`config.mk`:
```
export PLATFORM = sky130hd
export DESIGN_NAME = scan_fetch
export DESIGN_NICKNAME = d
export VERILOG_FILES = /design/src/soc_pkg.sv /design/src/scan_fetch.sv
export VERILOG_INCLUDE_DIRS = /design/src /design/src/src
export SDC_FILE = /design/constraint.sdc
export NUM_CORES = 1
export LEC_CHECK = 0
export ABC_CLOCK_PERIOD_IN_PS = 2600
export BUFFER_PORTS_ARGS = -buffer_cell sky130_fd_sc_hd__buf_2
export CAP_MARGIN = 20
export CELL_PAD_IN_SITES_DETAIL_PLACEMENT = 2
export CELL_PAD_IN_SITES_GLOBAL_PLACEMENT = 2
export CORE_MARGIN = 5
export CORE_UTILIZATION = 25
export DETAILED_ROUTE_END_ITERATION = 8
export PLACE_DENSITY_LB_ADDON = 0.1
export SLEW_MARGIN = 15
export SYNTH_ARGS = -nofsm -noshare
export SYNTH_HDL_FRONTEND = slang
export SYNTH_SLANG_ARGS = --single-unit
```
`constraint.sdc`:
```
create_clock -name sysclock -period 2.6 [get_ports sysclock]
set_clock_uncertainty 0.1 [all_clocks]
set_input_delay 0.39 -clock sysclock [delete_from_list [all_inputs] [get_ports sysclock]]
set_output_delay 0.39 -clock sysclock [all_outputs]
set_load 0.01 [all_outputs]
```
`src/soc_macros.svh`:
```
`ifndef SOC_MACROS_SVH
`define SOC_MACROS_SVH

// region codes, compared against adr[31:28]
`define REGION_VECT 4'h0
`define REGION_ROM 4'h1
`define REGION_IO 4'h4
`define REGION_SMEM 4'hc

// memory depths in words
`define VECT_DEPTH 32
`define ROM_DEPTH 256
`define SMEM_DEPTH 1024

`define DATA_W 32
`define ONCHIP_ACK_LAT 2
`define SMEM_LATENCY 2
`define FRAME_WORDS 64
`define IO_IRQ_W 2

`endif

```
`src/soc_pkg.sv`:
```
`include "soc_macros.svh"

package soc_pkg;

  // encodings follow the chip select numbering of the wider system
  typedef enum logic [3:0] {
    CS_NONE = 4'h0,
    CS_VECT = 4'h1,
    CS_ROM  = 4'h2,
    CS_IO   = 4'h4,
    CS_SMEM = 4'h6
  } chip_sel_t;

  // master request, strobes travel separately
  typedef struct packed {
    logic [31:0]         adr;
    logic [`DATA_W-1:0]  dat;
    logic [3:0]          sel;
    logic                we;
  } bus_req_t;

  typedef struct packed {
    logic [`DATA_W-1:0]  dat;
    logic                ack;
  } bus_rsp_t;

endpackage

```
`src/scan_fetch.sv`:
```
`timescale 1ns/10ps
`include "soc_macros.svh"

module scan_fetch (
  input  logic              sysclock,
  input  logic              rst_i,
  output soc_pkg::bus_req_t req_o,
  output logic              cyc_o,
  input  soc_pkg::bus_rsp_t rsp_i,
  output logic [31:0]       pixel_o,
  output logic              pixel_valid_o
);

  import soc_pkg::*;

  localparam int FW_W = $clog2(`FRAME_WORDS);
  localparam int IDLE_CYCLES = 4;
  localparam int WAIT_W = $clog2(IDLE_CYCLES);

  logic [FW_W-1:0]   word_q;
  logic [WAIT_W-1:0] wait_q;
  logic              started_q, cyc_q, pvalid_q;

  always_ff @(posedge sysclock or posedge rst_i) begin
    if (rst_i) begin
      word_q <= '0;
      wait_q <= '0;
      started_q <= 1'b0;
      cyc_q <= 1'b0;
      pvalid_q <= 1'b0;
    end else begin
      pvalid_q <= cyc_q & rsp_i.ack;
      if (!started_q) begin
        wait_q <= wait_q + 1'b1;
        if (wait_q == WAIT_W'(IDLE_CYCLES - 1)) begin
          started_q <= 1'b1;
          cyc_q <= 1'b1;
        end
      end else if (cyc_q && rsp_i.ack) begin
        // drop cyc for a cycle so the cpu can win the idle slot
        cyc_q <= 1'b0;
        word_q <= (word_q == FW_W'(`FRAME_WORDS - 1)) ? '0 : word_q + 1'b1;
      end else if (!cyc_q) begin
        cyc_q <= 1'b1;
      end
    end
  end

  always_ff @(posedge sysclock) begin
    if (cyc_q && rsp_i.ack) begin
      pixel_o <= rsp_i.dat;
    end
  end

  assign req_o = '{adr: {`REGION_SMEM, {(26 - FW_W){1'b0}}, word_q, 2'b00},
                   dat: '0, sel: 4'hf, we: 1'b0};
  assign cyc_o = cyc_q;
  assign pixel_valid_o = pvalid_q;

endmodule

```
==> summary.md <==
| Metric | Value |
|---|---|
| Outcome | finished, violations left |
| Count of input and output buffers | 74 |
| Number of synthesized register bits | 43 |
| Slack of the worst reg-to-reg path | 1.19 ns |
| Number of warning messages in the yosys log | 0 |
| Share of power burned in registers | 49.6% |
| Switching Share | 25.9% |
| DRT iter0 DRCs | 11 |
| Critical-path maximum fanout | 33 |
| Detail Placement HPWL | 3800 um |
| Final net count | 257 |
| Clock sink total | 43 |
| Clock transition time at the flip-flop clock pins of the worst setup and hold paths | 0.08 ns |
| Endpoints failing hold | 2 |
| Yosys top cell by area | sky130_fd_sc_hd__edfxtp_1 |
| First-pass DRT Iterations | 2 |
| Fraction of synthesized cell area taken by the top area cell type | 49.8% |
| Layout cells sized above 1 | 39.8% |
| Reg2Reg Capture Point | pixel_o[7]$_DFFE_PP_ |
| Post-synthesis cell count | 140 |
| Initial antenna violation count | 0 |
| Avg Cell Area, Syn | 13.8 um^2 |
| Area of the mapped netlist | 1930 um^2 |
| Number of synthesized flops with an enable pin | 32 |
| Clk Tree Root Cell | sky130_fd_sc_hd__clkbuf_8 |
| Element type at the critical path end | register |
| RR Startpoint | cyc_o$_DFFE_PP0P_ |
| Power after layout | 1740 uW |
| Per-cell routed wire length | 14.1 um |
| Wire length after detailed routing | 4570 um |
| Maximum buffer depth of the clock tree | 2 |
| Critical Path End | pixel_o[7]$_DFFE_PP_ |
| Highest-count cells in the layout ignoring fill and taps | sky130_fd_sc_hd__buf_2 (74), sky130_fd_sc_hd__conb_1 (63), sky130_fd_sc_hd__edfxtp_1 (32) |
| Number of global-route vias before repair | 1344 |
| Final min period | 1.41 ns |
| Worst IR drop on VDD | 246 uV |
| Skew-Pair Late Insertion Delay | 0.29 ns |
| Initial Util | 25.4% |
| Final number of max-transition violations | 0 |
| Io pins | 138 |
| Number of antenna repair diodes | 0 |
| Number of distinct standard cells referenced by the synthesized netlist | 23 |
| RePlAce Congestion | 0.754 |
| Area growth from synthesis to final layout | 20.6% |
| Most used DFF post-synth | sky130_fd_sc_hd__edfxtp_1 |
| TritonCTS clock tree | built |
| Setup violations, final | 0 |
| Failing checks | hold timing |
| Die height | 97.9 um |
| Wire length of the first global-routing pass | 7220 um |
| Worst path setup slack after routing | 1.19 ns |
| Internal power component | 1290 uW |
| Arrival @ worst endpoint | 1.26 ns |
| Worst Hold Margin | -0.000315 ns |
| Post-placement setup slack | 1.10 ns |
| LEAKAGE | 0.00110 uW |
| TritonCTS buffer count | 5 |
| Combinational power share | 15.3% |
| Core box area | 7610 um^2 |
| Number of placement rows | 32 |
| Overall fraction of global-route tracks in use | 9.58% |
| Worst setup path startpoint | cyc_o$_DFFE_PP0P_ |
| Share of the clock period used by the worst path | 54.4% |
| Number of gates given a new drive strength after cts | 0 |
| Startpoint Class | register |
| Residual antenna-violating net count after detailed routing | 0 |
| Leftover overflow at the end of global routing | 0 |
| Largest net degree at the start of global routing | 34 |
| Number of max-cap violations | 0 |
| Most common library cell in the layout ignoring fill and taps | sky130_fd_sc_hd__buf_2 |
| Postcts setup bufs | 0 |
| Number of levels in the clock H-tree | 2 |
| CTS Hold Bufs | 0 |
| Fmax | 707 MHz |
| Classification of the worst-slack hold path | input pin to async pin |
| Type of the worst setup path | register to register |
| Vias after detailed routing | 1118 |
| Part of the Yosys area used for sequential elements | 64.1% |
| DRC violation count after routing | 0 |
| RSZ-0062 raised after global routing | false |
| Top area cells in the synthesized netlist | sky130_fd_sc_hd__edfxtp_1 (50%), sky130_fd_sc_hd__buf_4 (25%), sky130_fd_sc_hd__dfrtp_1 (14%), sky130_fd_sc_hd__nand2_1 (1.4%), sky130_fd_sc_hd__xnor2_1 (1.4%) |
| Final cell count without fillers | 323 |
| FF-to-FF path depth | 2 |
| Floorplan die area | 9570 um^2 |
| Critical Path RT | 2.44 ns |
| Die X-Extent | 97.9 um |
| Fillers | 870 |
| Total placed cells including tap cells | 315 |
| Switching power | 451 uW |
| Vias per inst | 3.46 |
| PD cells | 749 nW/um^2 |
| Post-synthesis async set-or-reset flop share | 25.6% |
| Total Negative Setup Slacks | 0 ns |
| Clk pwr share | 35.1% |
## synthesized netlist by cell type (2+ instances only)
cell and n:
sky130_fd_sc_hd__buf_4 63, sky130_fd_sc_hd__edfxtp_1 32, sky130_fd_sc_hd__dfrtp_1 11, sky130_fd_sc_hd__nand2_1 7, sky130_fd_sc_hd__o21ai_0 4, sky130_fd_sc_hd__xnor2_1 3
sky130_fd_sc_hd__conb_1 2, sky130_fd_sc_hd__ha_1 2, sky130_fd_sc_hd__nand3_1 2
## cell families (layout without fill, tap and decap cells)
family / count (synthesis) / in the layout / share of synthesized area, %
AOI/OAI and AO/OA: 8 / 8 / 2.53
xor gates and xnor gates: 3 / 3 / 1.36
adders and majority gates: 2 / 2 / 1.30
buffers and inverters: 64 / 84 / 24.7
DFF: 43 / 43 / 64.1
muxes: 2 / 2 / 1.10
other: 2 / 63 / 0.389
and+or+nand+nor: 16 / 16 / 4.54
## worst min path at each step
stage / slack (ns) / start / depth (start not counted) / end
CTS: 0.005 / rst_i / 2 / word_q[1]$_DFFE_PP0P_
floorplan: 0.14 / rst_i / 1 / cyc_o$_DFFE_PP0P_
global route: 0.03 / rst_i / 2 / word_q[1]$_DFFE_PP0P_
detailed placement: 0.33 / rst_i / 2 / pixel_valid_o$_DFF_PP0_
finish: -0.0003 / rst_i / 2 / word_q[0]$_DFFE_PP0P_
global placement: 0.32 / rst_i / 2 / pixel_valid_o$_DFF_PP0_
## per-layer routing
| metal | vias up | track usage [%] | routed length (um) |
|---|---|---|---|
| met1 | 541 | 10.3 | 1640 |
| met4 | 0 | 4.15 | 65 |
| met5 | - | 0 | 0 |
| met3 | 5 | 3.36 | 332 |
| met2 | 66 | 16.9 | 2530 |
| li1 | 506 | - | - |
## final cells by class
class | count | area, um^2 | area share (%)
clock buffer | 5 | 68.8 | 2.96
clock inverter | 3 | 67.6 | 2.90
inverter | 1 | 3.75 | 0.161
multi-input combinational | 94 | 445 | 19.1
sequential | 43 | 1240 | 53.1
tap | 102 | 128 | 5.48
timing repair buffer | 75 | 378 | 16.2
## sequential cells by signal, indices dropped and copies added, names as in the netlist
register and flops:
pixel_o 32, started_q 1, pixel_valid_o 1, wait_q 2
word_q 6, cyc_o 1
## through the flow
step,util (%),instance area [um^2]
final,30.6,2330
after global routing,30.6,2330
after CTS,30.6,2330
after detailed placement,28.8,2190
after global placement,28.8,2190
after floorplan,-,2160
## power by group through the flow
| stage | clock, uW | combinational (uW) | sequential [uW] |
|---|---|---|---|
| 6_report | 612 | 267 | 864 |
| 5_1_grt | 666 | 300 | 876 |
| 4_1_cts | 640 | 271 | 867 |
| 3_5_place_dp | 0 | 270 | 882 |
| 3_3_place_gp | 0 | 263 | 877 |
| 2_1_floorplan | 0 | 188 | 904 |
## worst max-delay path: stages, from the launching register on
cell,delay [ns]
sky130_fd_sc_hd__dfrtp_1,0.42
sky130_fd_sc_hd__and2_1,0.15
sky130_fd_sc_hd__buf_4,0.37
Power figures use the tool's default switching activity.
