## config.mk

```make
export PLATFORM = sky130hd
export DESIGN_NAME = mem_arbiter
export DESIGN_NICKNAME = d
export VERILOG_FILES = /design/src/mem_arbiter.sv
export SDC_FILE = /design/constraint.sdc
export NUM_CORES = 1
export LEC_CHECK = 0
export BUFFER_PORTS_ARGS = -buffer_cell sky130_fd_sc_hd__buf_2
export CAP_MARGIN = 20
export CORE_AREA = 4 4 41 43
export CTS_CLUSTER_SIZE = 8
export DETAILED_ROUTE_END_ITERATION = 16
export DIE_AREA = 0 0 45 47
export MAX_ROUTING_LAYER = met4
export SYNTH_ARGS = -nofsm -noshare
export SYNTH_HDL_FRONTEND = slang
export SYNTH_SLANG_ARGS = --single-unit
```

## constraint.sdc

```tcl
create_clock -name sysclock -period 1.6 [get_ports sysclock]
set_input_delay 0.16 -clock sysclock [delete_from_list [all_inputs] [get_ports sysclock]]
set_output_delay 0.16 -clock sysclock [all_outputs]
set_load 0.05 [all_outputs]
```

## src/mem_arbiter.sv

```systemverilog
`timescale 1ns/10ps

module mem_arbiter (
  input  logic sysclock,
  input  logic rst_i,
  input  logic cpu_req_i,
  input  logic disp_req_i,
  input  logic ack_i,
  output logic cpu_gnt_o,
  output logic disp_gnt_o
);

  typedef enum logic [1:0] {
    ARB_IDLE,
    ARB_CPU,
    ARB_DISP
  } arb_state_t;

  arb_state_t state_q, state_d;

  always_comb begin
    state_d = state_q;
    case (state_q)
      ARB_IDLE: begin
        // display refresh has priority
        if (disp_req_i) begin
          state_d = ARB_DISP;
        end else if (cpu_req_i) begin
          state_d = ARB_CPU;
        end
      end
      ARB_CPU, ARB_DISP: begin
        if (ack_i) begin
          state_d = ARB_IDLE;
        end
      end
      default: state_d = ARB_IDLE;
    endcase
  end

  always_ff @(posedge sysclock or posedge rst_i) begin
    if (rst_i) begin
      state_q <= ARB_IDLE;
    end else begin
      state_q <= state_d;
    end
  end

  assign cpu_gnt_o = (state_q == ARB_CPU);
  assign disp_gnt_o = (state_q == ARB_DISP);

endmodule

```

==> results of run 1 <==
-- routing by layer --
metal	vias up	share of wire, %	global-route usage [%]
li1	70	-	-
met1	67	26	1.818
met2	2	66	5.650
met3	0	7.0	3.831
met4	0	0	7.018
met5	-	0	-
-- cell usage after synthesis, drive strengths merged --
cell / count / area (um2)
inv: 4 / 15.01
dfrtp: 2 / 50.05
a32o: 1 / 10.01
o21ai: 2 / 10.00
nand2b: 1 / 13.76
ha: 3 / 37.54
nand2: 1 / 3.750
a21boi: 1 / 11.26
-- metrics by stage --
| stage | worst slack, ns | instance area (um2) |
|---|---|---|
| floorplan | 0.4418 | 151.4 |
| global placement | 0.3950 | 200.2 |
| detailed placement | 0.3779 | 200.2 |
| CTS | 0.3220 | 232.7 |
| global route | 0.2876 | 232.7 |
| finish | 0.3469 | 232.7 |
-- tightest hold or removal path: stages --
cell,delay [ns]
buf_2,0.11
nand2_1,0.06
a21boi_2,0.05
-- layout make-up --
type,count,area [um2],share of cell area (%)
Multi-Input combinational cell,9,86.33,37.10
Sequential cell,2,50.05,21.51
Timing Repair Buffer,7,40.04,17.20
Inverter,4,15.01,6.452
Clock buffer,3,22.52,9.677
Tap cell,15,18.77,8.065
-- logic make-up (layout without fill, tap and decap cells) --
logic type               count (synthesis)  after routing  synth area share (%)
AO/OA/AOI/OAI                            4              4                 20.65
adder cells (fa/ha/maj)                  3              3                 24.80
buffers and inverters                    4             14                 9.914
flip-flops                               2              2                 33.06
AND/OR/NAND/NOR                          2              2                 11.57
-- path summary, 6_finish.rpt --
kind                                        startpoint                      to  slack [ns]  cells past startpoint
worst max-delay path            state_q[0]$_DFFE_PP0P_              disp_gnt_o        0.35                      3
worst min-delay path                         cpu_req_i  state_q[0]$_DFFE_PP0P_        0.20                      3
worst max register to register  state_q[0]$_DFFE_PP0P_  state_q[1]$_DFFE_PP0P_        0.39                      5
worst min register to register  state_q[1]$_DFFE_PP0P_  state_q[1]$_DFFE_PP0P_        0.53                      1
max in group asynchronous                        rst_i  state_q[0]$_DFFE_PP0P_        1.17                      3
min in group asynchronous                        rst_i  state_q[1]$_DFFE_PP0P_        0.33                      3
-- power by group through the flow --
stage	clock, uW	sequential (uW)	combinational [uW]
floorplan	0	83.0	214
global placement	0	86.1	239
detailed placement	0	86.4	246
CTS	121	85.8	249
global route	122	88.1	269
finish	111	84.8	244
==> flow_metrics.env, run 1 <==
export IMPL_synth_avg_cell_area_um2=10.09
export IMPL_final_cell_mix="buf_2, inv_1, ha_1, clkbuf_4, dfrtp_1"
export IMPL_rsz0062_at_grt="no"
export IMPL_row_count=13
export IMPL_min_period_ns=1.253
export IMPL_n_antenna_cell=0
export IMPL_cts_root_buf="clkbuf_4"
export IMPL_vdd_ir_drop_max_mv=0.2501
export IMPL_antenna_found_initial=0
export IMPL_power_switching_uw=198.9
export IMPL_p_per_area_mw_per_mm2=1889
export IMPL_cts_buffers=3
export IMPL_nFillCells=159
export IMPL_finalPower_uw=439.5
export IMPL_syn_nets=23
export IMPL_floorplan_initialDensity_pct=11.63
export IMPL_syn_instance_count=15
export IMPL_firstDrtPassIters=1
export IMPL_path_class="reg2out"
export IMPL_top_regs="state_q (2)"
export IMPL_utilization_pct=17.88
export IMPL_tightest_slew_ns=0.2493
export IMPL_die_y_um=47
export IMPL_cp_end_kind="output port"
export IMPL_slew_headroom_pct=83.50
export IMPL_drive_gt1_share_pct=44.00
export IMPL_grt_max_degree=5
export IMPL_drc_errors=0
export IMPL_ant_nets=0
export IMPL_place_congestion=0.5529
export IMPL_clock_sinks=2
export IMPL_seqPwrFrac_pct=19.3
export IMPL_internal_power_uw=240.6
export IMPL_die_width_um=45
export IMPL_critPathSlowestCell="dfrtp_1"
export IMPL_clkPwrFrac_pct=25.2
export IMPL_dp_cells=36
export IMPL_fmax_mhz=798.0
export IMPL_area_growth_pct=53.72
export IMPL_h_tree_depth=1
export IMPL_setup_viol=0
export IMPL_drv_cap=0
export IMPL_cts_clk_slew_worst_paths_ns=0.03
export IMPL_critPathBufInv=2
export IMPL_wl_um=287
export IMPL_cts_resized_gates=0
export IMPL_fin_skew_ns=0.0001430
export IMPL_ys_ff_latch=2
export IMPL_drt_initial_drc_count=0
export IMPL_final_max_slew_viol_count=0
export IMPL_cts_tree="yes"
export IMPL_arrival_ns=1.09
export IMPL_hold_slack_ns=0.2017
export IMPL_wl_per_cell_um=7.175
export IMPL_swShare_pct=45.25
export IMPL_overflow=0
export IMPL_final_common_cell="buf_2"
export IMPL_worst_ep_required_time_ns=1.44
export IMPL_hold_viol=0
export IMPL_largest_reg_flops=2
export IMPL_crit_fanout=3
export IMPL_fin_crit_sh_pct=78.32
export IMPL_cts_buffer_depth=2
export IMPL_worst_setup_path_start_kind="register"
export IMPL_largest_register="state_q"
export IMPL_portBuffers=6
export IMPL_hp_class="in2reg"
export IMPL_vias_per_cell=3.475
export IMPL_crit_chain="inv_1 -> ha_1 -> buf_2"
export IMPL_grt_pass1_vias=155
export IMPL_dieArea_mm2=0.002115
export IMPL_core_area_mm2=0.001301
export IMPL_setup_tns_ns=0
export IMPL_p_leak_uw=0.0001274
export IMPL_critical_path_top_delay_family="flip-flops"
export IMPL_io_pin_count=7
export IMPL_yosysWarnings=0
export IMPL_grt_pass1_wl_um=476
export IMPL_outcome="finished, final reports clean"
export IMPL_via_count=139
export IMPL_slowest_delay_ns=0.37
export IMPL_nets=35
export IMPL_ys_seq_area_share_pct=33.06
export IMPL_insertion_delay_ns=0.22
export IMPL_synth_cell_type_count=9
export IMPL_stdcell_count=40
export IMPL_grt_total_usage_pct=4.078
export IMPL_post_cts_setup_buffer_count=0
export IMPL_postCtsHoldBufs=1
export IMPL_combPwrFrac_pct=55.5
export IMPL_netlist_area_um2=151.4
No activity file was read; power rests on OpenSTA's default activity.
==> inputs of run 2 (changes only) <==
==> constraint.sdc (replaced) <==
create_clock -name sysclock -period 1 [get_ports sysclock]
set_input_delay 0.1 -clock sysclock [delete_from_list [all_inputs] [get_ports sysclock]]
set_output_delay 0.1 -clock sysclock [all_outputs]
set_load 0.05 [all_outputs]
==> flow_metrics.env, run 2 (synthesis gave the netlist of run 1 again) <==
export IMPL_outcome="complete, but fails checks"
export IMPL_violations="setup timing"
export IMPL_die_width_um=45
export IMPL_grt_max_degree=5
export IMPL_pre_cts_ws_ns=-0.1046
export IMPL_h_tree_depth=1
export IMPL_rr_startpoint="state_q[1]$_DFFE_PP0P_"
export IMPL_ant_nets=0
export IMPL_hold_start="disp_req_i"
export IMPL_firstDrtPassIters=1
export IMPL_fin_crit_sh_pct=114.5
export IMPL_worst_ep_required_time_ns=0.90
export IMPL_crit_chain="buf_4 -> ha_4 -> buf_8"
export IMPL_cp_end_kind="output port"
export IMPL_nets=40
export IMPL_finalPower_uw=1057
export IMPL_grt_total_usage_pct=5.465
export IMPL_overflow=0
export IMPL_wl_per_cell_um=8.822
export IMPL_via_count=161
export IMPL_path_class="reg2out"
export IMPL_setup_viol=4
export IMPL_final_cell_mix="buf_2, ha_4, clkbuf_4, buf_4"
export IMPL_p_leak_uw=0.0001606
export IMPL_met2_usage_pct=7.627
export IMPL_place_congestion=0.6426
export IMPL_io_pin_count=7
export IMPL_hold_viol=0
export IMPL_die_y_um=47
export IMPL_cts_buffers=3
export IMPL_setup_tns_ns=-0.4633
export IMPL_worst_setup_path_start_kind="register"
export IMPL_cts_buffer_depth=2
export IMPL_dieArea_mm2=0.002115
export IMPL_grt_pass1_vias=179
export IMPL_portBuffers=6
export IMPL_top_regs="state_q (2)"
export IMPL_hp_class="in2reg"
export IMPL_largest_register="state_q"
export IMPL_antenna_found_initial=0
export IMPL_critPathSlowestCell="dfrtp_1"
export IMPL_area_growth_pct=124.0
export IMPL_fin_ws_ns=-0.1451
export IMPL_cts_clk_slew_worst_paths_ns=0.03
export IMPL_cts_root_buf="clkbuf_4"
export IMPL_rsz0062_at_grt="yes"
export IMPL_final_common_cell="buf_2"
export IMPL_drive_gt1_share_pct=73.33
export IMPL_use_met1_pct=4.318
export IMPL_vias_per_cell=3.578
export IMPL_cts_tree="yes"
export IMPL_wl_um=397
export IMPL_slowest_delay_ns=0.37
export IMPL_row_count=13
export IMPL_fin_skew_ns=0.003923
export IMPL_vdd_ir_drop_max_mv=0.7400
export IMPL_core_area_mm2=0.001301
export IMPL_drt_initial_drc_count=0
export IMPL_drv_cap=0
export IMPL_gr_max_usage_layer="met4"
export IMPL_grt_pass1_wl_um=683
export IMPL_drc_errors=0
export IMPL_tightest_slew_ns=0.08504
export IMPL_fmax_mhz=873.3
export IMPL_final_max_slew_viol_count=0
export IMPL_arrival_ns=1.05
export IMPL_slew_headroom_pct=94.29
export IMPL_clock_sinks=2
export IMPL_insertion_delay_ns=0.22
export IMPL_largest_reg_flops=2
export IMPL_n_antenna_cell=0
export IMPL_crit_fanout=2
export IMPL_grtUsageMet3_pct=2.299
export IMPL_min_period_ns=1.145
export IMPL_p_per_area_mw_per_mm2=3118
export IMPL_dpl_hpwl_um=255.1
export IMPL_startpoint="state_q[1]$_DFFE_PP0P_"
export IMPL_floorplan_initialDensity_pct=11.63
run 2: cell count changes in the layout (fill, tap and decap cells not counted):
cell / change
ha_4: +3
buf_8: +2
buf_6: +2
inv_2: +2
o21ai_2: +1
buf_4: +3
o21ai_0: -1
inv_1: -2
ha_1: -3
buf_2: -2
run 2: worst paths after layout:
path                                                to  slack [ns]  cells past startpoint
worst max-delay path                        disp_gnt_o       -0.15                      3
worst min-delay path            state_q[1]$_DFFE_PP0P_        0.15                      2
worst max register to register  state_q[1]$_DFFE_PP0P_       -0.11                      5
worst min register to register  state_q[1]$_DFFE_PP0P_        0.64                      2
max in group asynchronous       state_q[0]$_DFFE_PP0P_        0.62                      3
min in group asynchronous       state_q[1]$_DFFE_PP0P_        0.27                      3
run 2: cell type report:
type	instances	area, um2
Sequential cell	2	50.05
Inverter	4	15.01
Timing Repair Buffer	12	105.1
Clock buffer	3	22.52
Multi-Input combinational cell	9	127.6
Tap cell	15	18.77
Fill cell	151	962.2
run 2: report_power, final:
part	switching, uW	leakage, uW	total [uW]	internal (uW)
Combinational	360	0.000121	744	384
Sequential	19.9	0.0000256	135	115
Clock	45.9	0.0000138	178	132
Total	426	0.000161	1060	632
run 2: timing repair:
item,4_1_cts,5_1_grt
setup buffers,1,0
endpoints found under the hold margin,2,0
endpoints found under the setup margin,4,4
pin swaps,0,1
gates resized for setup,14,0
hold buffers,1,0
run 2: metal layers:
metal / vias up / part of all wire (%)
met5: - / 0
met3: 2 / 6.8
met1: 74 / 36
met2: 6 / 54
li1: 79 / -
met4: 0 / 3.5
run 2: worst max-delay path, delay by kind of cell, from the launching register on:
| family | cells | cell delay [ns] |
|---|---|---|
| adder cells (fa/ha/maj) | 1 | 0.15 |
| buffers and inverters | 2 | 0.29 |
| flip-flops | 1 | 0.37 |
run 2: metrics by stage:
step	hold slack, ns	area [um2]	instances	util, %
detailed placement	-0.04823	242.7	40	18.65
CTS	0.1466	339.1	45	26.06
finish	0.1521	339.1	45	26.06
global route	0.1410	339.1	45	26.06
global placement	-0.04920	242.7	40	18.65
floorplan	-0.1588	163.9	15	-
