`src/soc_macros.svh`:
```
`ifndef SOC_MACROS_SVH
`define SOC_MACROS_SVH

// region codes, compared against adr[31:28]
`define REGION_VECT 4'h0
`define REGION_ROM 4'h1
`define REGION_IO 4'h4
`define REGION_SMEM 4'hc

// memory depths in words
`define VECT_DEPTH 32
`define ROM_DEPTH 256
`define SMEM_DEPTH 1024

`define DATA_W 32
`define ONCHIP_ACK_LAT 2
`define SMEM_LATENCY 2
`define FRAME_WORDS 64
`define IO_IRQ_W 2

`endif

```
`src/soc_pkg.sv`:
```
`include "soc_macros.svh"

package soc_pkg;

  // encodings follow the chip select numbering of the wider system
  typedef enum logic [3:0] {
    CS_NONE = 4'h0,
    CS_VECT = 4'h1,
    CS_ROM  = 4'h2,
    CS_IO   = 4'h4,
    CS_SMEM = 4'h6
  } chip_sel_t;

  // master request, strobes travel separately
  typedef struct packed {
    logic [31:0]         adr;
    logic [`DATA_W-1:0]  dat;
    logic [3:0]          sel;
    logic                we;
  } bus_req_t;

  typedef struct packed {
    logic [`DATA_W-1:0]  dat;
    logic                ack;
  } bus_rsp_t;

endpackage

```
`src/io_regs.sv`:
```
`timescale 1ns/10ps
`include "soc_macros.svh"

module io_regs (
  input  logic                  sysclock,
  input  logic                  rst_i,
  input  soc_pkg::bus_req_t     req_i,
  input  logic                  stb_i,
  input  logic                  cyc_i,
  output soc_pkg::bus_rsp_t     rsp_o,
  input  logic [15:0]           sw_i,
  input  logic [`IO_IRQ_W-1:0]  evt_i,
  output logic [8:0]            led_o,
  output logic [`IO_IRQ_W-1:0]  irq_o
);

  import soc_pkg::*;

  logic [8:0]           led_q;
  logic [`IO_IRQ_W-1:0] ien_q, pend_q, evt_q, evt_rise;
  logic [31:0]          rdata_d, rdata_q;
  logic                 ack_q, acc;

  // one access per request, ack holds off a repeat
  assign acc = stb_i & cyc_i & ~ack_q;
  assign evt_rise = evt_i & ~evt_q;

  always_comb begin
    rdata_d = '0;
    case (req_i.adr[3:2])
      2'd0: rdata_d[15:0] = sw_i;
      2'd1: rdata_d[8:0] = led_q;
      2'd2: rdata_d[`IO_IRQ_W-1:0] = ien_q;
      default: rdata_d[`IO_IRQ_W-1:0] = pend_q;
    endcase
  end

  always_ff @(posedge sysclock or posedge rst_i) begin
    if (rst_i) begin
      led_q <= '0;
      ien_q <= '0;
      pend_q <= '0;
      evt_q <= '0;
      ack_q <= 1'b0;
    end else begin
      evt_q <= evt_i;
      ack_q <= acc;
      // new edges win over a write-one clear
      if (acc && req_i.we && req_i.adr[3:2] == 2'd3) begin
        pend_q <= (pend_q & ~req_i.dat[`IO_IRQ_W-1:0]) | evt_rise;
      end else begin
        pend_q <= pend_q | evt_rise;
      end
      if (acc && req_i.we && req_i.adr[3:2] == 2'd1) begin
        led_q <= req_i.dat[8:0];
      end
      if (acc && req_i.we && req_i.adr[3:2] == 2'd2) begin
        ien_q <= req_i.dat[`IO_IRQ_W-1:0];
      end
    end
  end

  always_ff @(posedge sysclock) begin
    if (acc) begin
      rdata_q <= rdata_d;
    end
  end

  assign rsp_o = '{dat: rdata_q, ack: ack_q};
  assign led_o = led_q;
  assign irq_o = pend_q & ien_q;

endmodule

```
`config.mk`:
```
export PLATFORM = sky130hd
export DESIGN_NAME = io_regs
export DESIGN_NICKNAME = d
export VERILOG_FILES = /design/src/soc_pkg.sv /design/src/io_regs.sv
export VERILOG_INCLUDE_DIRS = /design/src /design/src/src
export SDC_FILE = /design/constraint.sdc
export NUM_CORES = 1
export LEC_CHECK = 0
export CAP_MARGIN = 20
export CORE_UTILIZATION = 45
export DETAILED_ROUTE_END_ITERATION = 10
export DONT_BUFFER_PORTS = 1
export MAX_ROUTING_LAYER = met4
export PLACE_DENSITY = 0.58
export SYNTH_ARGS = -nofsm -noshare
export SYNTH_HDL_FRONTEND = slang
export SYNTH_SLANG_ARGS = --single-unit
```
`constraint.sdc`:
```
create_clock -name sysclock -period 1.75 [get_ports sysclock]
set_input_delay 0.175 -clock sysclock [delete_from_list [all_inputs] [get_ports sysclock]]
set_output_delay 0.175 -clock sysclock [all_outputs]
set_load 0.01 [all_outputs]
```
==> impl_metrics.env, run 1 <==
export IMPL_grt_start_max_net_pins=18
export IMPL_drtPass1Iterations=4
export IMPL_coreArea_um2=3050
export IMPL_drv_slew=0
export IMPL_yosysWarnings=0
export IMPL_antenna_found_initial=0
export IMPL_setup_viol=0
export IMPL_p_per_area_nw_per_um2=973
export IMPL_io_pins=135
export IMPL_cts_sinks=32
export IMPL_synth_compound_area_share_pct=1.37
export IMPL_worstMarginPinSlew_ns=0.655
export IMPL_final_hold_violation_count=0
export IMPL_vias=811
export IMPL_synth_cell_types=17
export IMPL_synth_top_family_by_area="multiplexers"
export IMPL_die_h_um=58.9
export IMPL_clock_latency_ns=0.32
export IMPL_netlist_instances=104
export IMPL_drc=0
export IMPL_p_seq_share_pct=62.7
export IMPL_rr_endpoint="led_o[0]"
export IMPL_post_drt_via_cell_ratio=4.92
export IMPL_grt_ovfl_total=0
export IMPL_timing_rr_start="ack_q"
export IMPL_syn_cell_area_um2=1460
export IMPL_dpl_hpwl_mm=1.71
export IMPL_post_cts_buffers=0
export IMPL_cts_buffers=5
export IMPL_chipWidth_um=58.9
export IMPL_yosys_area_share_simple_pct=10.5
export IMPL_peakVddDrop_mv=0.502
export IMPL_tns_ns=0
export IMPL_rsz0062_at_grt="no"
export IMPL_grt_pass1_wl_mm=3.97
export IMPL_setup_ws_ns=0.220
export IMPL_power_switching_mw=0.407
export IMPL_root_buffer="clkbuf_4"
export IMPL_synth_xor_area_share_pct=0
export IMPL_cts_buffer_depth=2
export IMPL_place_congestion=0.637
export IMPL_cp_end_kind="flip-flop"
export IMPL_track_usage_pct=17.1
export IMPL_worstHoldStart="req_i[40]"
export IMPL_cp_required_ns=1.96
export IMPL_leakage_nw=0.669
export IMPL_swShare_pct=26.1
export IMPL_yosysSeqAreaShare_pct=60.4
export IMPL_cp_endpoint="led_o[0]"
export IMPL_layout_drive_gt1_share_pct=19.0
export IMPL_avgRoutedWirePerCell_um=15.2
export IMPL_p_int_mw=1.15
export IMPL_worst_setup_path_type="flip-flop to flip-flop"
export IMPL_total_power_mw=1.56
export IMPL_status="finished, final reports clean"
export IMPL_portBuffers=0
export IMPL_yosys_area_share_adder_pct=0
export IMPL_ant_nets=0
export IMPL_final_nets=211
export IMPL_row_count=20
export IMPL_period_minus_slack_ns=1.53
export IMPL_cp_max_fo=9
export IMPL_fmax_ghz=0.654
export IMPL_hold_worst_slack_ns=0.0290
export IMPL_htree_levels=2
export IMPL_relSlewSlack_pct=56.3
export IMPL_start_kind="flip-flop"
export IMPL_pwr_share_comb_pct=12.3
export IMPL_slowest_delay_ns=0.44
export IMPL_startpoint="ack_q"
export IMPL_fin_crit_sh_pct=87.4
export IMPL_final_setup_skew_ns=0.00763
export IMPL_r2r_slack_ns=0.22
export IMPL_path_cells="nand4b_4 -> nor3b_2 -> buf_4 -> mux2_2"
export IMPL_clk_pin_slew_ns=0.09
export IMPL_grt_pass1_vias=806
export IMPL_synth_seq_cells=32
export IMPL_wl_mm=2.50
export IMPL_start_util_pct=47.8
export IMPL_syn_avg_cell_area_um2=14.0
export IMPL_pre_cts_ws_ns=0.237
export IMPL_reg2reg_depth=4
export IMPL_min_path_type="input port to flip-flop"
export IMPL_diodes=0
export IMPL_p_clk_share_pct=25.0
export IMPL_cts_tree="done"
export IMPL_drv_cap=0
export IMPL_die_area_um2=3470
export IMPL_area_growth_syn_to_layout_pct=9.86
export IMPL_cp_slowest_cell="dfrtp_1"
export IMPL_cp_arrival_ns=1.74
export IMPL_drt_initial_drc_count=39
export IMPL_synthMuxAreaShare_pct=16.4
worst max-delay path, delay by kind of cell (launching register included):
family        cells  cell delay (ns)
buf+inv           1             0.21
flops             1             0.44
simple gates      2             0.40
mux               1             0.35
cell usage in the layout (no fill, tap or decap):
cell,Yosys,layout
dfrtp_1,16,16
nor3b_2,2,2
conb_1,1,16
o21ai_0,4,4
nor2_1,9,9
buf_4,18,2
and2_1,9,9
nand4b_4,1,1
dlygate4sd3_1,0,12
mux2i_1,7,7
clkbuf_1,0,3
inv_1,3,3
nand2_1,1,1
edfxtp_1,16,16
mux2_2,11,11
nand3_1,2,2
clkbuf_4,0,5
mux4_2,2,2
area by class of cell:
| class | count | area [um^2] |
|---|---|---|
| Inverter | 3 | 11.3 |
| Multi-Input combinational cell | 64 | 472 |
| Sequential cell | 32 | 881 |
| Tap cell | 44 | 55.1 |
| Fill cell | 296 | 1450 |
| Timing Repair Buffer | 14 | 135 |
| Clock buffer | 8 | 48.8 |
worst min-delay path by stage:
stage,endpoint,slack [ns],cells past startpoint
after global routing,rdata_q[7],0.003,1
after detailed placement,led_o[6],0.19,1
after floorplan,ack_q,0.09,1
after global placement,led_o[6],0.16,1
after CTS,rdata_q[4],0.006,1
final,rdata_q[7],0.03,1
registers in the layout, indices dropped and copies added, names as in the netlist:
register,flops
ack_q,1
evt_q,2
ien_q,2
led_o,9
pend_q,2
rdata_q,16
cell families after synthesis:
| family | after synthesis |
|---|---|
| DFF | 32 |
| and+or+nand+nor | 24 |
| buffers and inverters | 23 |
| muxes | 20 |
| AOI/OAI and AO/OA | 4 |
| other | 1 |
Yosys cell counts:
library cell  count  area, um^2
and2_1            9        56.3
buf_2             1        5.00
buf_4            18         135
buf_6             1        11.3
conb_1            1        3.75
dfrtp_1          16         400
edfxtp_1         16         480
inv_1             3        11.3
mux2_2           11         124
mux2i_1           7        70.1
mux4_2            2        45.0
nand2_1           1        3.75
nand3_1           2        10.0
nand4b_4          1        23.8
nor2_1            9        33.8
nor3b_2           2        25.0
o21ai_0           4        20.0
metrics by stage:
stage / cells / util (%) / area [um^2]
after global placement: 145 / 47.0 / 1430
after CTS: 165 / 52.5 / 1600
final: 165 / 52.5 / 1600
after floorplan: 119 / - / 1520
after global routing: 165 / 52.5 / 1600
after detailed placement: 145 / 47.0 / 1430
metal layers:
layer / track usage [%] / up-vias / share of wire [%]
met5: - / - / 0
met4: 10.2 / 0 / 2.4
met3: 6.59 / 8 / 10
met2: 25.8 / 55 / 47
met1: 19.1 / 388 / 40
li1: - / 360 / -
what timing repair did:
item	CTS	global route
hold buffers	12	0
resized for setup	0	0
hold endpoints to repair	31	0
power by group through the flow:
stage          clock network [mW]  logic [mW]  registers, mW
2_1_floorplan                   0       0.187          0.977
3_3_place_gp                    0       0.166          0.992
3_5_place_dp                    0       0.172          0.998
4_1_cts                     0.415       0.194          0.981
5_1_grt                     0.448       0.216          0.993
6_report                    0.390       0.192          0.979
Power figures use the tool's default switching activity.
==> run 2, diff against run 1 <==
CORE_MARGIN = 3   (was not set)
==> run 2 against run 1 <==
Effect of this change: clock skew grew 0.0015 ns; first-iteration DRC count grew 26%; via count grew 0.25%; sequential power is essentially flat; register-to-register slack is essentially flat; global-route usage shrank 1.5 points; hold slack gained 0.015 ns; largest cell class unchanged.
==> impl_metrics.env, run 2 (synthesis results as in run 1) <==
export IMPL_status="finished, final reports clean"
export IMPL_cp_end_kind="flip-flop"
export IMPL_rr_endpoint="led_o[2]"
export IMPL_r2r_slack_ns=0.22
export IMPL_ant_nets=0
export IMPL_drv_cap=0
export IMPL_holdPathStages=1
export IMPL_worstHoldStart="sw_i[13]"
export IMPL_grt_pass1_wl_mm=4.48
export IMPL_fmax_ghz=0.652
export IMPL_cp_max_fo=7
export IMPL_cts_sinks=32
export IMPL_row_count=20
export IMPL_portBuffers=0
export IMPL_root_buffer="clkbuf_4"
export IMPL_coreArea_um2=3080
export IMPL_grt_pass1_vias=878
export IMPL_layout_drive_gt1_share_pct=21.8
export IMPL_drt_initial_drc_count=49
export IMPL_track_usage_pct=15.6
export IMPL_die_h_um=62.9
export IMPL_grt_start_max_net_pins=17
export IMPL_cts_buffer_depth=2
export IMPL_cp_required_ns=1.96
export IMPL_peakVddDrop_mv=0.530
export IMPL_leakage_nw=0.700
export IMPL_min_path_type="input port to flip-flop"
export IMPL_final_util_pct=53.8
export IMPL_dpl_hpwl_mm=1.95
export IMPL_grt_ovfl_total=0
export IMPL_largest_reg_flops=16
export IMPL_cts_tree="done"
export IMPL_rsz0062_at_grt="no"
export IMPL_setup_viol=0
export IMPL_multi_input_area_um2=472
export IMPL_p_per_area_nw_per_um2=1040
export IMPL_drtPass1Iterations=4
export IMPL_period_minus_slack_ns=1.53
export IMPL_die_area_um2=3960
export IMPL_fill_cells=269
export IMPL_drv_slew=0
export IMPL_chipWidth_um=62.9
export IMPL_clock_latency_ns=0.32
export IMPL_worst_setup_path_type="flip-flop to flip-flop"
export IMPL_final_hold_violation_count=0
export IMPL_io_pins=135
export IMPL_place_congestion=0.729
export IMPL_vias=813
export IMPL_cp_arrival_ns=1.74
export IMPL_relSlewSlack_pct=56.6
export IMPL_antenna_found_initial=0
export IMPL_post_drt_via_cell_ratio=4.84
export IMPL_avgRoutedWirePerCell_um=16.0
export IMPL_clk_pin_slew_ns=0.10
export IMPL_fin_crit_sh_pct=87.7
export IMPL_timing_rr_start="ack_q"
export IMPL_largest_register="rdata_q"
export IMPL_diodes=0
export IMPL_final_setup_skew_ns=0.00908
export IMPL_seqCellArea_um2=881
export IMPL_wl_mm=2.70
export IMPL_reg2reg_depth=4
export IMPL_final_cell_mix="conb_1, dfrtp_1, edfxtp_1, dlygate4sd3_1, mux2_2"
export IMPL_tns_ns=0
export IMPL_area_growth_syn_to_layout_pct=13.5
export IMPL_cts_buffers=5
export IMPL_worstMarginPinSlew_ns=0.651
export IMPL_min_to="rdata_q[13]"
export IMPL_drc=0
export IMPL_final_nets=214
export IMPL_start_util_pct=47.4
export IMPL_start_kind="flip-flop"
export IMPL_htree_levels=2
## run 2: timing repair
action,in CTS,in global routing
hold endpoints to repair,31,7
setup endpoints to repair,0,0
resized for setup,0,0
setup buffers,0,0
hold buffers,12,1
## run 2: cell type report
class / count / share of cell area, %
clock inverter: 2 / 2.12
timing repair buffer: 17 / 9.67
tap: 44 / 3.33
clock buffer: 6 / 2.49
multi-input combinational: 64 / 28.5
sequential: 32 / 53.2
inverter: 3 / 0.680
## run 2: power breakdown
group	switching, mW	leakage (nW)	internal, mW
sequential	0.0967	0.344	0.884
combinational	0.0853	0.313	0.113
clock	0.241	0.0422	0.300
total	0.423	0.700	1.30
## run 2: worst max-delay path by stage
stage	startpoint	endpoint	slack, ns
final	ack_q	led_o[2]	0.22
after global routing	ack_q	led_o[4]	0.10
after CTS	ack_q	led_o[2]	0.19
after detailed placement	ack_q	led_o[2]	0.21
after global placement	ack_q	led_o[4]	0.24
after floorplan	ack_q	rdata_q[0]	0.25
## run 2: layer usage
metal  vias to the layer above  GRT usage, %  part of all wire [%]
met2                        52          26.0                    53
met3                         2          6.83                    11
met5                         -             -                     0
met1                       394          15.3                    35
li1                        365             -                     -
met4                         0          8.26                  0.71
## run 2: worst max-delay path, cell delays in order, from the launching register on
cell and delay (ns):
dfrtp_1 0.45, nand4b_4 0.23, nor3b_2 0.20, buf_4 0.20, mux2_2 0.34
## run 2: stage by stage
stage	instance area (um^2)	worst slack (ns)	total power [mW]	hold slack, ns	cells
4_1_cts	1650	0.193	1.74	0.00819	167
6_report	1660	0.216	1.72	0.0440	168
3_3_place_gp	1450	0.236	1.16	0.176	147
2_1_floorplan	1520	0.245	1.16	0.0887	119
5_1_grt	1660	0.100	1.84	0.00516	168
3_5_place_dp	1450	0.211	1.18	0.183	147
