File: config.mk
export PLATFORM = sky130hd
export DESIGN_NAME = onchip_mem
export DESIGN_NICKNAME = d
export VERILOG_FILES = /design/src/onchip_mem.sv
export VERILOG_INCLUDE_DIRS = /design/src /design/src/src
export SDC_FILE = /design/constraint.sdc
export NUM_CORES = 1
export LEC_CHECK = 0
export ABC_AREA = 1
export BUFFER_PORTS_ARGS = -buffer_cell sky130_fd_sc_hd__clkbuf_2
export CORE_MARGIN = 3
export CORE_UTILIZATION = 30
export CTS_CLUSTER_SIZE = 24
export DETAILED_ROUTE_END_ITERATION = 10
export PLACE_DENSITY = 0.71
export SYNTH_ARGS = -nofsm -noshare
export SYNTH_HDL_FRONTEND = slang
export SYNTH_SLANG_ARGS = --single-unit
File: constraint.sdc
create_clock -name sysclock -period 0.8 [get_ports sysclock]
set_input_delay 0.08 -clock sysclock [delete_from_list [all_inputs] [get_ports sysclock]]
set_output_delay 0.08 -clock sysclock [all_outputs]
set_load 0.005 [all_outputs]
File: src/soc_macros.svh
`ifndef SOC_MACROS_SVH
`define SOC_MACROS_SVH

// region codes, compared against adr[31:28]
`define REGION_VECT 4'h0
`define REGION_ROM 4'h1
`define REGION_IO 4'h4
`define REGION_SMEM 4'hc

// memory depths in words
`define VECT_DEPTH 32
`define ROM_DEPTH 256
`define SMEM_DEPTH 1024

`define DATA_W 32
`define ONCHIP_ACK_LAT 2
`define SMEM_LATENCY 2
`define FRAME_WORDS 64
`define IO_IRQ_W 2

`endif

File: src/onchip_mem.sv
`timescale 1ns/10ps
`include "soc_macros.svh"

module onchip_mem #(
  parameter int DEPTH = 32
) (
  input  logic                     sysclock,
  input  logic                     rst_i,
  input  logic                     rden_i,
  input  logic                     clear_i,
  input  logic [$clog2(DEPTH)-1:0] adr_i,
  output logic [31:0]              dat_o,
  output logic                     ack_o
);

  localparam int ACK_LAT = `ONCHIP_ACK_LAT;

  logic [31:0]        mem [DEPTH];
  logic [ACK_LAT-1:0] ack_q;

  // fixed contents, depth tagged in the top byte
  initial begin
    for (int n = 0; n < DEPTH; n++) begin
      mem[n] = 32'(n) * 32'h0101_0101 + (32'(DEPTH) << 24);
    end
  end

  always_ff @(posedge sysclock) begin
    if (rden_i) begin
      dat_o <= mem[adr_i];
    end
  end

  // read strobe walks through the ack pipe
  always_ff @(posedge sysclock or posedge rst_i) begin
    if (rst_i) begin
      ack_q <= '0;
    end else if (clear_i) begin
      ack_q <= '0;
    end else begin
      ack_q <= {ack_q[ACK_LAT-2:0], rden_i};
    end
  end

  assign ack_o = ack_q[ACK_LAT-1];

endmodule

==> summary.txt, run 1 <==
Run status
  • Status: complete, but fails checks
  • Failing checks: setup timing

Cells and area
  • Layout cells sized above 1: 51.61%
  • Most common cell after layout, fill and taps aside: clkbuf_2
  • Fin util: 38.27%
  • Fin nets: 72
  • Most frequent cells in the layout: clkbuf_2, conb_1, edfxtp_1, dlygate4sd3_1
  • Filler instances: 131
  • Antenna diode instance count: 0
  • Synth-to-layout area growth: 17.49%

Pwr
  • Pwr Total: 899.1 uW
  • Pleak: 0.0002884 uW
  • P per Cell Area: 1783 nW/um^2
  • Max VDD drop: 0.0009270 V

Synth
  • Yosys warns: 0
  • Sequential area share after synthesis: 46.65%
  • Synth cell types: 6
  • Seq cells post-synth: 7
  • Syn Area/Cell: 10.47 um^2
  • Cells after Synth: 41
  • Cell Area, Synth: 429.2 um^2

Critical path
  • R2r endpoint: ack_q[1]$_DFF_PP0_
  • Crit end category: output pin
  • Type of the worst setup path: flip-flop to output pin
  • Crit-path max cell delay: 420 ps
  • CP Launch Point: dat_o[24]$_DFFE_PP_
  • Startpoint Class: flip-flop
  • Reg-to-reg startpoint: ack_q[0]$_DFF_PP0_
  • WP buf/inv: 1
  • Slowest-stage cell, CP: edfxtp_1
  • CP top delay family: flip-flops
  • WP data required: 720 ps
  • Crit-path cells: clkbuf_2
  • Critical path endpoint: dat_o[0]
  • R2r setup slk: 250 ps
  • Crit-path max FO: 4
  • R2R depth: 2
  • Number of cells on the critical path: 1
  • Crit path DAT: 800 ps

STA
  • Final hold vios: 0
  • Final Critical Period: 882.6 ps
  • Final Max Slew Viols: 0
  • Worst Slack Setup Final: -82.64 ps
  • Max Clock Freq: 1.133 GHz
  • Period Utilization, post-route: 110.3%
  • Setup violations, final: 20
  • RSZ-0062 raised after global routing: true
  • Worst Clk Skew: 0.01141 ps

Detailed routing
  • Wire length per cell: 8.623 um
  • Antenna-violating nets left: 0
  • Post-Route WL: 664 um
  • DRT Pass-1 Iters: 2
  • DRC: 0
  • Total number of vias: 255
  • DRT iter0 DRCs: 5
  • Via density: 3.312

Global route
  • Largest net degree at the start of global routing: 7
  • First-pass GRT wire length: 966 um
  • Aggregate global routing overflow: 0
  • Initial antenna violation count: 0
  • Number of global-route vias before repair: 238
  • GRT Overall Usage: 7.222%

Floorplan
  • Die ar.: 1920 um^2
  • Die span in x: 43.82 um
  • Initial core utilization: 32.57%
  • DIE HEIGHT: 43.82 um
  • CORE AREA: 1318 um^2
  • Boundary pin count: 42
  • Num rows: 13

Run
  • Maxcap violations: 0

CTS
  • Clock Tree Buf Depth: 2
  • Clk sinks: 7
  • CTS clk-pin slew, worst paths: 50 ps
  • H-tree depth: 1
  • CTS-repair resized insts: 0
  • Root Buffer: clkbuf_4
  • TritonCTS clock tree: done
  • Insertion delay to the later sink of the worst-skew pair: 240 ps
  • Clock buffer count from CTS: 3
  • Setup Buffers After CTS: 0

Placement
  • Buffers added on ports: 29
  • Final GP Congestion: 0.5710
  • DP HPWL: 513.7 um

Min path
  • Worst Hold Class: input port to flip-flop
  • WHS Path Cells: 1
[sequential cells by signal, summed over array words and instances (netlist names)]
name / cells
ack_q: 2
dat_o: 5
[where the power goes]
group	switching (uW)	leakage [uW]	internal, uW
clock network	123	0.0000150	190
logic	67.4	0.000198	80.8
registers	18.5	0.0000753	419
total	209	0.000288	690
[area by class of cell]
class                           count  area (um^2)  area share (%)
Clock buffer                        4        26.28           5.211
Sequential cell                     7        200.2           39.70
Inverter                            3        11.26           2.233
Timing Repair Buffer               34        195.2           38.71
Tap cell                           15        18.77           3.722
Multi-Input combinational cell     14        52.55           10.42
[stage by stage]
step           setup TNS (ps)  instance area, um^2  std cells  setup WS (ps)  hold slack, ps
2_1_floorplan               0                466.7         51          154.1          -178.8
3_3_place_gp                0                427.9         68          182.9          -91.75
3_5_place_dp                0                427.9         68          173.3          -82.39
4_1_cts                 -1870                504.2         77         -102.2           1.895
5_1_grt                 -2441                504.2         77         -134.4          0.7245
6_report                -1543                504.2         77         -82.64           7.013
[layer usage]
| metal | vias up | wire (um) | global-route usage (%) |
|---|---|---|---|
| met5 | - | 0 | 0 |
| met4 | 0 | 0 | 5.422 |
| met3 | 0 | 91 | 4.149 |
| met2 | 23 | 372 | 11.92 |
| met1 | 107 | 200 | 6.394 |
| li1 | 125 | - | - |
[timing repair]
item / CTS / global route
endpoints found under the setup margin: 21 / 21
endpoints found under the hold margin: 7 / 0
pin swaps: 0 / 0
hold buffers: 5 / 0
[how the worst min path moves through the flow]
stage / start / to / slack (ps)
2_1_floorplan: rst_i / ack_q[0]$_DFF_PP0_ / -180
3_3_place_gp: rst_i / ack_q[0]$_DFF_PP0_ / -90
3_5_place_dp: rst_i / ack_q[0]$_DFF_PP0_ / -80
4_1_cts: adr_i[2] / dat_o[26]$_DFFE_PP_ / 2
5_1_grt: adr_i[2] / dat_o[26]$_DFFE_PP_ / 0.7
6_report: adr_i[2] / dat_o[26]$_DFFE_PP_ / 7
[synth_stat cells]
cell	number	area share, %
buf_4	27	47
conb_1	2	1.7
dfrtp_1	2	12
edfxtp_1	5	35
inv_1	3	2.6
nor2_1	2	1.7
[kinds of logic (layout without fill, tap and decap cells)]
group	after synthesis	count (layout)	share of synthesized area (%)
buffers and inverters	30	41	49.85
DFF	7	7	46.65
other	2	12	1.750
and+or+nand+nor	2	2	1.750
Note: power is estimated with default switching activity, not from simulation.
==> inputs of run 2 (changes only) <==
--- a/config.mk
+++ b/config.mk
@@ -12,6 +12,7 @@
 export CORE_UTILIZATION = 30
 export CTS_CLUSTER_SIZE = 24
 export DETAILED_ROUTE_END_ITERATION = 10
+export HOLD_SLACK_MARGIN = 0.06
 export PLACE_DENSITY = 0.71
 export SYNTH_ARGS = -nofsm -noshare
 export SYNTH_HDL_FRONTEND = slang
==> summary.txt, run 2 (same netlist as run 1, synthesis figures left out) <==
Floorplan
  • Initial core utilization: 32.57% (unchanged)
  • CORE AREA: 1318 um^2 (unchanged)
  • Die ar.: 1920 um^2 (unchanged)
  • Boundary pin count: 42 (unchanged)
  • DIE HEIGHT: 43.82 um (unchanged)
  • Die span in x: 43.82 um (unchanged)
  • Num rows: 13 (unchanged)

Cells and area
  • Filler instances: 129 (-1.5%)
  • Most frequent cells in the layout: clkbuf_2, conb_1, dlygate4sd3_1
  • Antenna diode instance count: 0 (unchanged)
  • Fin nets: 74 (+2.8%)
  • Synth-to-layout area growth: 22.16%
  • Area occupied by registers: 200.2 um^2 (unchanged)
  • Fin util: 39.79% (+1.5 points)
  • Max reg flops: 5 (unchanged)
  • Most common cell after layout, fill and taps aside: clkbuf_2
  • Largest Register: dat_o
  • Largest regs: dat_o x5, ack_q x2
  • Post-route design area: 524.3 um^2 (+4.0%)
  • Layout cells sized above 1: 50.00% (-1.6 points)
  • Multi-input logic area: 52.55 um^2 (unchanged)

Critical path
  • Startpoint Class: flip-flop
  • Type of the worst setup path: flip-flop to output pin
  • WP buf/inv: 1 (unchanged)
  • Crit-path cells: clkbuf_2
  • Crit path DAT: 800 ps (about the same)
  • WP data required: 720 ps (about the same)
  • Crit-path max cell delay: 420 ps (about the same)
  • CP top delay family: flip-flops
  • Slowest-stage cell, CP: edfxtp_1
  • Crit-path max FO: 4 (unchanged)
  • Crit end category: output pin

Run status
  • Status: complete, but fails checks
  • Failing checks: setup timing

Pwr
  • Pleak: 0.0002967 uW (+2.9%)
  • Pwr Total: 906.7 uW (+0.85%)
  • P per Cell Area: 1730 nW/um^2 (-3.0%)
  • Max VDD drop: 0.0009278 V (about the same)

Detailed routing
  • DRT Pass-1 Iters: 2 (unchanged)
  • Wire length per cell: 8.722 um (+1.1%)
  • DRT iter0 DRCs: 5 (unchanged)
  • DRC: 0 (unchanged)
  • Post-Route WL: 689 um (+3.8%)
  • Antenna-violating nets left: 0 (unchanged)
  • Total number of vias: 263 (+3.1%)
  • Via density: 3.329 (+0.53%)

CTS
  • TritonCTS clock tree: done
  • Clock buffer count from CTS: 3 (unchanged)
  • Clock Tree Buf Depth: 2 (unchanged)
  • Root Buffer: clkbuf_4
  • H-tree depth: 1 (unchanged)
  • CTS clk-pin slew, worst paths: 50 ps (about the same)
  • Clk sinks: 7 (unchanged)
  • Insertion delay to the later sink of the worst-skew pair: 240 ps (about the same)
  • CTS-repair resized insts: 0 (unchanged)

STA
  • Worst Slack Setup Final: -82.85 ps (-0.2122 ps)
  • RSZ-0062 raised after global routing: true
  • Setup violations, final: 20 (unchanged)
  • Period Utilization, post-route: 110.4% (about the same)
  • Final Max Slew Viols: 0 (unchanged)
  • Final Critical Period: 882.9 ps (+0.2122 ps)
  • Worst Clk Skew: 0.01105 ps (-0.0003608 ps)
  • Final setup TNS: -1557 ps (-13.67 ps)
  • Max Clock Freq: 1.133 GHz (about the same)
  • Final hold vios: 0 (unchanged)

Run
  • Maxcap violations: 0 (unchanged)

Global route
  • Number of global-route vias before repair: 254 (+6.7%)
  • Aggregate global routing overflow: 0 (unchanged)
  • Largest net degree at the start of global routing: 7 (unchanged)
  • GRT Overall Usage: 7.647% (+0.42 points)
  • Initial antenna violation count: 0 (unchanged)
  • First-pass GRT wire length: 1028 um (+6.4%)

Min path
  • Worst Hold Class: input port to flip-flop

Placement
  • Post-DP Area: 427.9 um^2 (unchanged)
  • Buffers added on ports: 29 (unchanged)
  • Final GP Congestion: 0.5710 (unchanged)
  • Pre-CTS setup slack: 173.3 ps (unchanged)
  • DP HPWL: 513.7 um (unchanged)
## run 2: final cells by class
type,count,area share (%)
Clock buffer,4,5.012
Inverter,3,2.148
Multi-Input combinational cell,14,10.02
Sequential cell,7,38.19
Tap cell,15,3.580
Timing Repair Buffer,36,41.05
## run 2: layer usage
metal / part of all wire (%) / wire (um) / GRT usage [%] / up-vias
met3: 13 / 91 / 4.149 / 0
met4: 0 / 0 / 5.422 / 0
met2: 57 / 394 / 13.08 / 23
met1: 30 / 204 / 6.650 / 111
li1: - / - / - / 129
met5: 0 / 0 / 0 / -
## run 2: through the flow
step           hold slack, ps  instances
3_3_place_gp           -91.75         68
4_1_cts                 128.4         79
6_report                123.4         79
5_1_grt                 152.3         79
2_1_floorplan          -178.8         51
3_5_place_dp           -82.39         68
## run 2: final timing paths
| path | start | end | slack (ps) | cells past startpoint |
|---|---|---|---|---|
| max | dat_o[24]$_DFFE_PP_ | dat_o[0] | -80 | 1 |
| min | rden_i | ack_q[0]$_DFF_PP0_ | 120 | 3 |
| max reg2reg | ack_q[0]$_DFF_PP0_ | ack_q[1]$_DFF_PP0_ | 250 | 2 |
| min reg2reg | ack_q[0]$_DFF_PP0_ | ack_q[1]$_DFF_PP0_ | 480 | 2 |
| max in group asynchronous | rst_i | ack_q[1]$_DFF_PP0_ | 470 | 3 |
| min in group asynchronous | rst_i | ack_q[0]$_DFF_PP0_ | 230 | 3 |
## run 2: worst min-delay path, delay by kind of cell
| kind | cells | cell delay (ps) |
|---|---|---|
| and+or+nand+nor | 1 | 40 |
| buffers and inverters | 2 | 210 |
## run 2: repair_timing
action                                  in CTS  in global routing
hold buffers                                 7                  0
endpoints found under the setup margin      21                 21
pin swaps                                    0                  0
endpoints found under the hold margin        9                  0
buffers inserted                             0                  0
## run 2: where the power goes
| group | switching (uW) | internal [uW] |
|---|---|---|
| Combinational | 68.7 | 87.1 |
| Clock | 123 | 190 |
| Sequential | 18.6 | 419 |
==> inputs of run 3 (changes only) <==
--- a/config.mk
+++ b/config.mk
@@ -13,7 +13,7 @@
 export CTS_CLUSTER_SIZE = 24
 export DETAILED_ROUTE_END_ITERATION = 10
 export HOLD_SLACK_MARGIN = 0.06
-export PLACE_DENSITY = 0.71
+export PLACE_DENSITY_LB_ADDON = 0.08
 export SYNTH_ARGS = -nofsm -noshare
 export SYNTH_HDL_FRONTEND = slang
 export SYNTH_SLANG_ARGS = --single-unit
==> summary.txt, run 3 (same netlist as run 1, synthesis figures left out) <==
Cells and area
  • Post-route design area: 524.3 um^2 (unchanged)
  • Largest Register: dat_o
  • Antenna diode instance count: 0 (unchanged)
  • Max reg flops: 5 (unchanged)
  • Layout cells sized above 1: 50.00% (unchanged)
  • Fin util: 39.79% (unchanged)
  • Most common cell after layout, fill and taps aside: clkbuf_2
  • Most frequent cells in the layout: clkbuf_2, conb_1, dlygate4sd3_1
  • Synth-to-layout area growth: 22.16% (unchanged)
  • Fin nets: 74 (unchanged)
  • Largest regs: dat_o x5, ack_q x2

Detailed routing
  • Antenna-violating nets left: 0 (unchanged)
  • Post-Route WL: 653 um (-5.2%)
  • DRC: 0 (unchanged)
  • DRT Pass-1 Iters: 1 (-1)
  • Wire length per cell: 8.266 um (-5.2%)
  • DRT iter0 DRCs: 0 (-5)
  • Via density: 3.266 (-1.9%)
  • Total number of vias: 258 (-1.9%)

Critical path
  • Crit-path max FO: 4 (unchanged)
  • CP top delay family: flip-flops
  • Crit path DAT: 810 ps (about the same)
  • Crit end category: output pin
  • WP buf/inv: 1 (unchanged)
  • Type of the worst setup path: flip-flop to output pin
  • Crit-path max cell delay: 410 ps (about the same)
  • Startpoint Class: flip-flop
  • WP data required: 720 ps (about the same)
  • Slowest-stage cell, CP: edfxtp_1
  • CP Launch Point: dat_o[26]$_DFFE_PP_
  • Crit-path cells: buf_2
  • Reg-to-reg startpoint: ack_q[0]$_DFF_PP0_

CTS
  • Clock buffer count from CTS: 3 (unchanged)
  • Insertion delay to the later sink of the worst-skew pair: 240 ps (about the same)
  • Clock Tree Buf Depth: 2 (unchanged)
  • Root Buffer: clkbuf_4
  • TritonCTS clock tree: done
  • CTS clk-pin slew, worst paths: 50 ps (about the same)
  • H-tree depth: 1 (unchanged)
  • Clk sinks: 7 (unchanged)

Run status
  • Failing checks: setup timing
  • Status: complete, but fails checks

Min path
  • Worst hold start: rden_i
  • Worst Hold Class: input port to flip-flop

Floorplan
  • Boundary pin count: 42 (unchanged)
  • DIE HEIGHT: 43.82 um (unchanged)
  • Die span in x: 43.82 um (unchanged)
  • CORE AREA: 1318 um^2 (unchanged)
  • Num rows: 13 (unchanged)
  • Initial core utilization: 32.57% (unchanged)
  • Die ar.: 1920 um^2 (unchanged)

Run
  • Maxcap violations: 0 (unchanged)

STA
  • Hold WS: 133.0 ps (+9.580 ps)
  • Period Utilization, post-route: 111.0% (+0.69 points)
  • Final Critical Period: 888.3 ps (+5.487 ps)
  • Worst Clk Skew: 0.02864 ps (+0.01760 ps)
  • RSZ-0062 raised after global routing: true
  • Max Clock Freq: 1.126 GHz (-0.62%)
  • Setup violations, final: 20 (unchanged)
  • Worst Slack Setup Final: -88.34 ps (-5.488 ps)
  • Final hold vios: 0 (unchanged)
  • Final Max Slew Viols: 0 (unchanged)

Global route
  • GRT Overall Usage: 6.457% (-1.2 points)
  • Aggregate global routing overflow: 0 (unchanged)
  • Initial antenna violation count: 0 (unchanged)
  • Largest net degree at the start of global routing: 7 (unchanged)
  • Number of global-route vias before repair: 213 (-16%)
  • First-pass GRT wire length: 834 um (-19%)

Pwr
  • Pleak: 0.0002965 uW (about the same)
  • P per Cell Area: 1723 nW/um^2 (-0.39%)
  • Max VDD drop: 0.0008027 V (-13%)

Placement
  • Final GP Congestion: 0.5325 (-6.7%)
  • Buffers added on ports: 29 (unchanged)
  • Post-DP Area: 427.9 um^2 (unchanged)
[run 3: cell count changes in the layout (fill, tap and decap cells not counted)]
cell / change
buf_2: +1
clkbuf_2: -1
[run 3: area by class of cell]
cell class | instances | area, um^2
clock buffers | 4 | 26.28
fillers | 133 | 793.3
flip-flops and latches | 7 | 200.2
inverters | 3 | 11.26
well taps | 15 | 18.77
repair buffers | 36 | 215.2
multi-input cells | 14 | 52.55
[run 3: power by group]
| group | internal [uW] | switching [uW] |
|---|---|---|
| logic | 87.2 | 69.9 |
| clock network | 190 | 119 |
| registers | 419 | 18.1 |
[run 3: repair_timing]
action,4_1_cts,5_1_grt
endpoints found under the setup margin,20,20
buffers inserted,0,0
endpoints found under the hold margin,9,0
gates resized for setup,0,1
hold buffers,7,0
[run 3: per-layer routing]
metal	routed length [um]	vias up	GRT usage, %
li1	-	131	-
met1	204	104	6.138
met2	354	23	10.76
met3	95	0	1.245
met4	0	0	7.229
met5	0	-	0
[run 3: stage by stage]
stage               total power, uW  std cells  setup slack, ps  TNS [ps]
finish                        903.2         79           -88.34     -1495
global route                  956.1         79           -135.8     -2365
CTS                           922.9         79           -110.6     -1866
detailed placement            576.4         68            164.7         0
global placement              577.2         68            179.6         0
floorplan                     595.8         51            154.1         0
[run 3: path summary, 6_finish.rpt]
path / to / slack (ps) / depth (start not counted)
max: dat_o[18] / -90 / 1
min: ack_q[0]$_DFF_PP0_ / 130 / 3
max reg2reg: ack_q[1]$_DFF_PP0_ / 260 / 2
min reg2reg: ack_q[1]$_DFF_PP0_ / 460 / 2
max in group asynchronous: ack_q[1]$_DFF_PP0_ / 480 / 3
min in group asynchronous: ack_q[0]$_DFF_PP0_ / 210 / 3
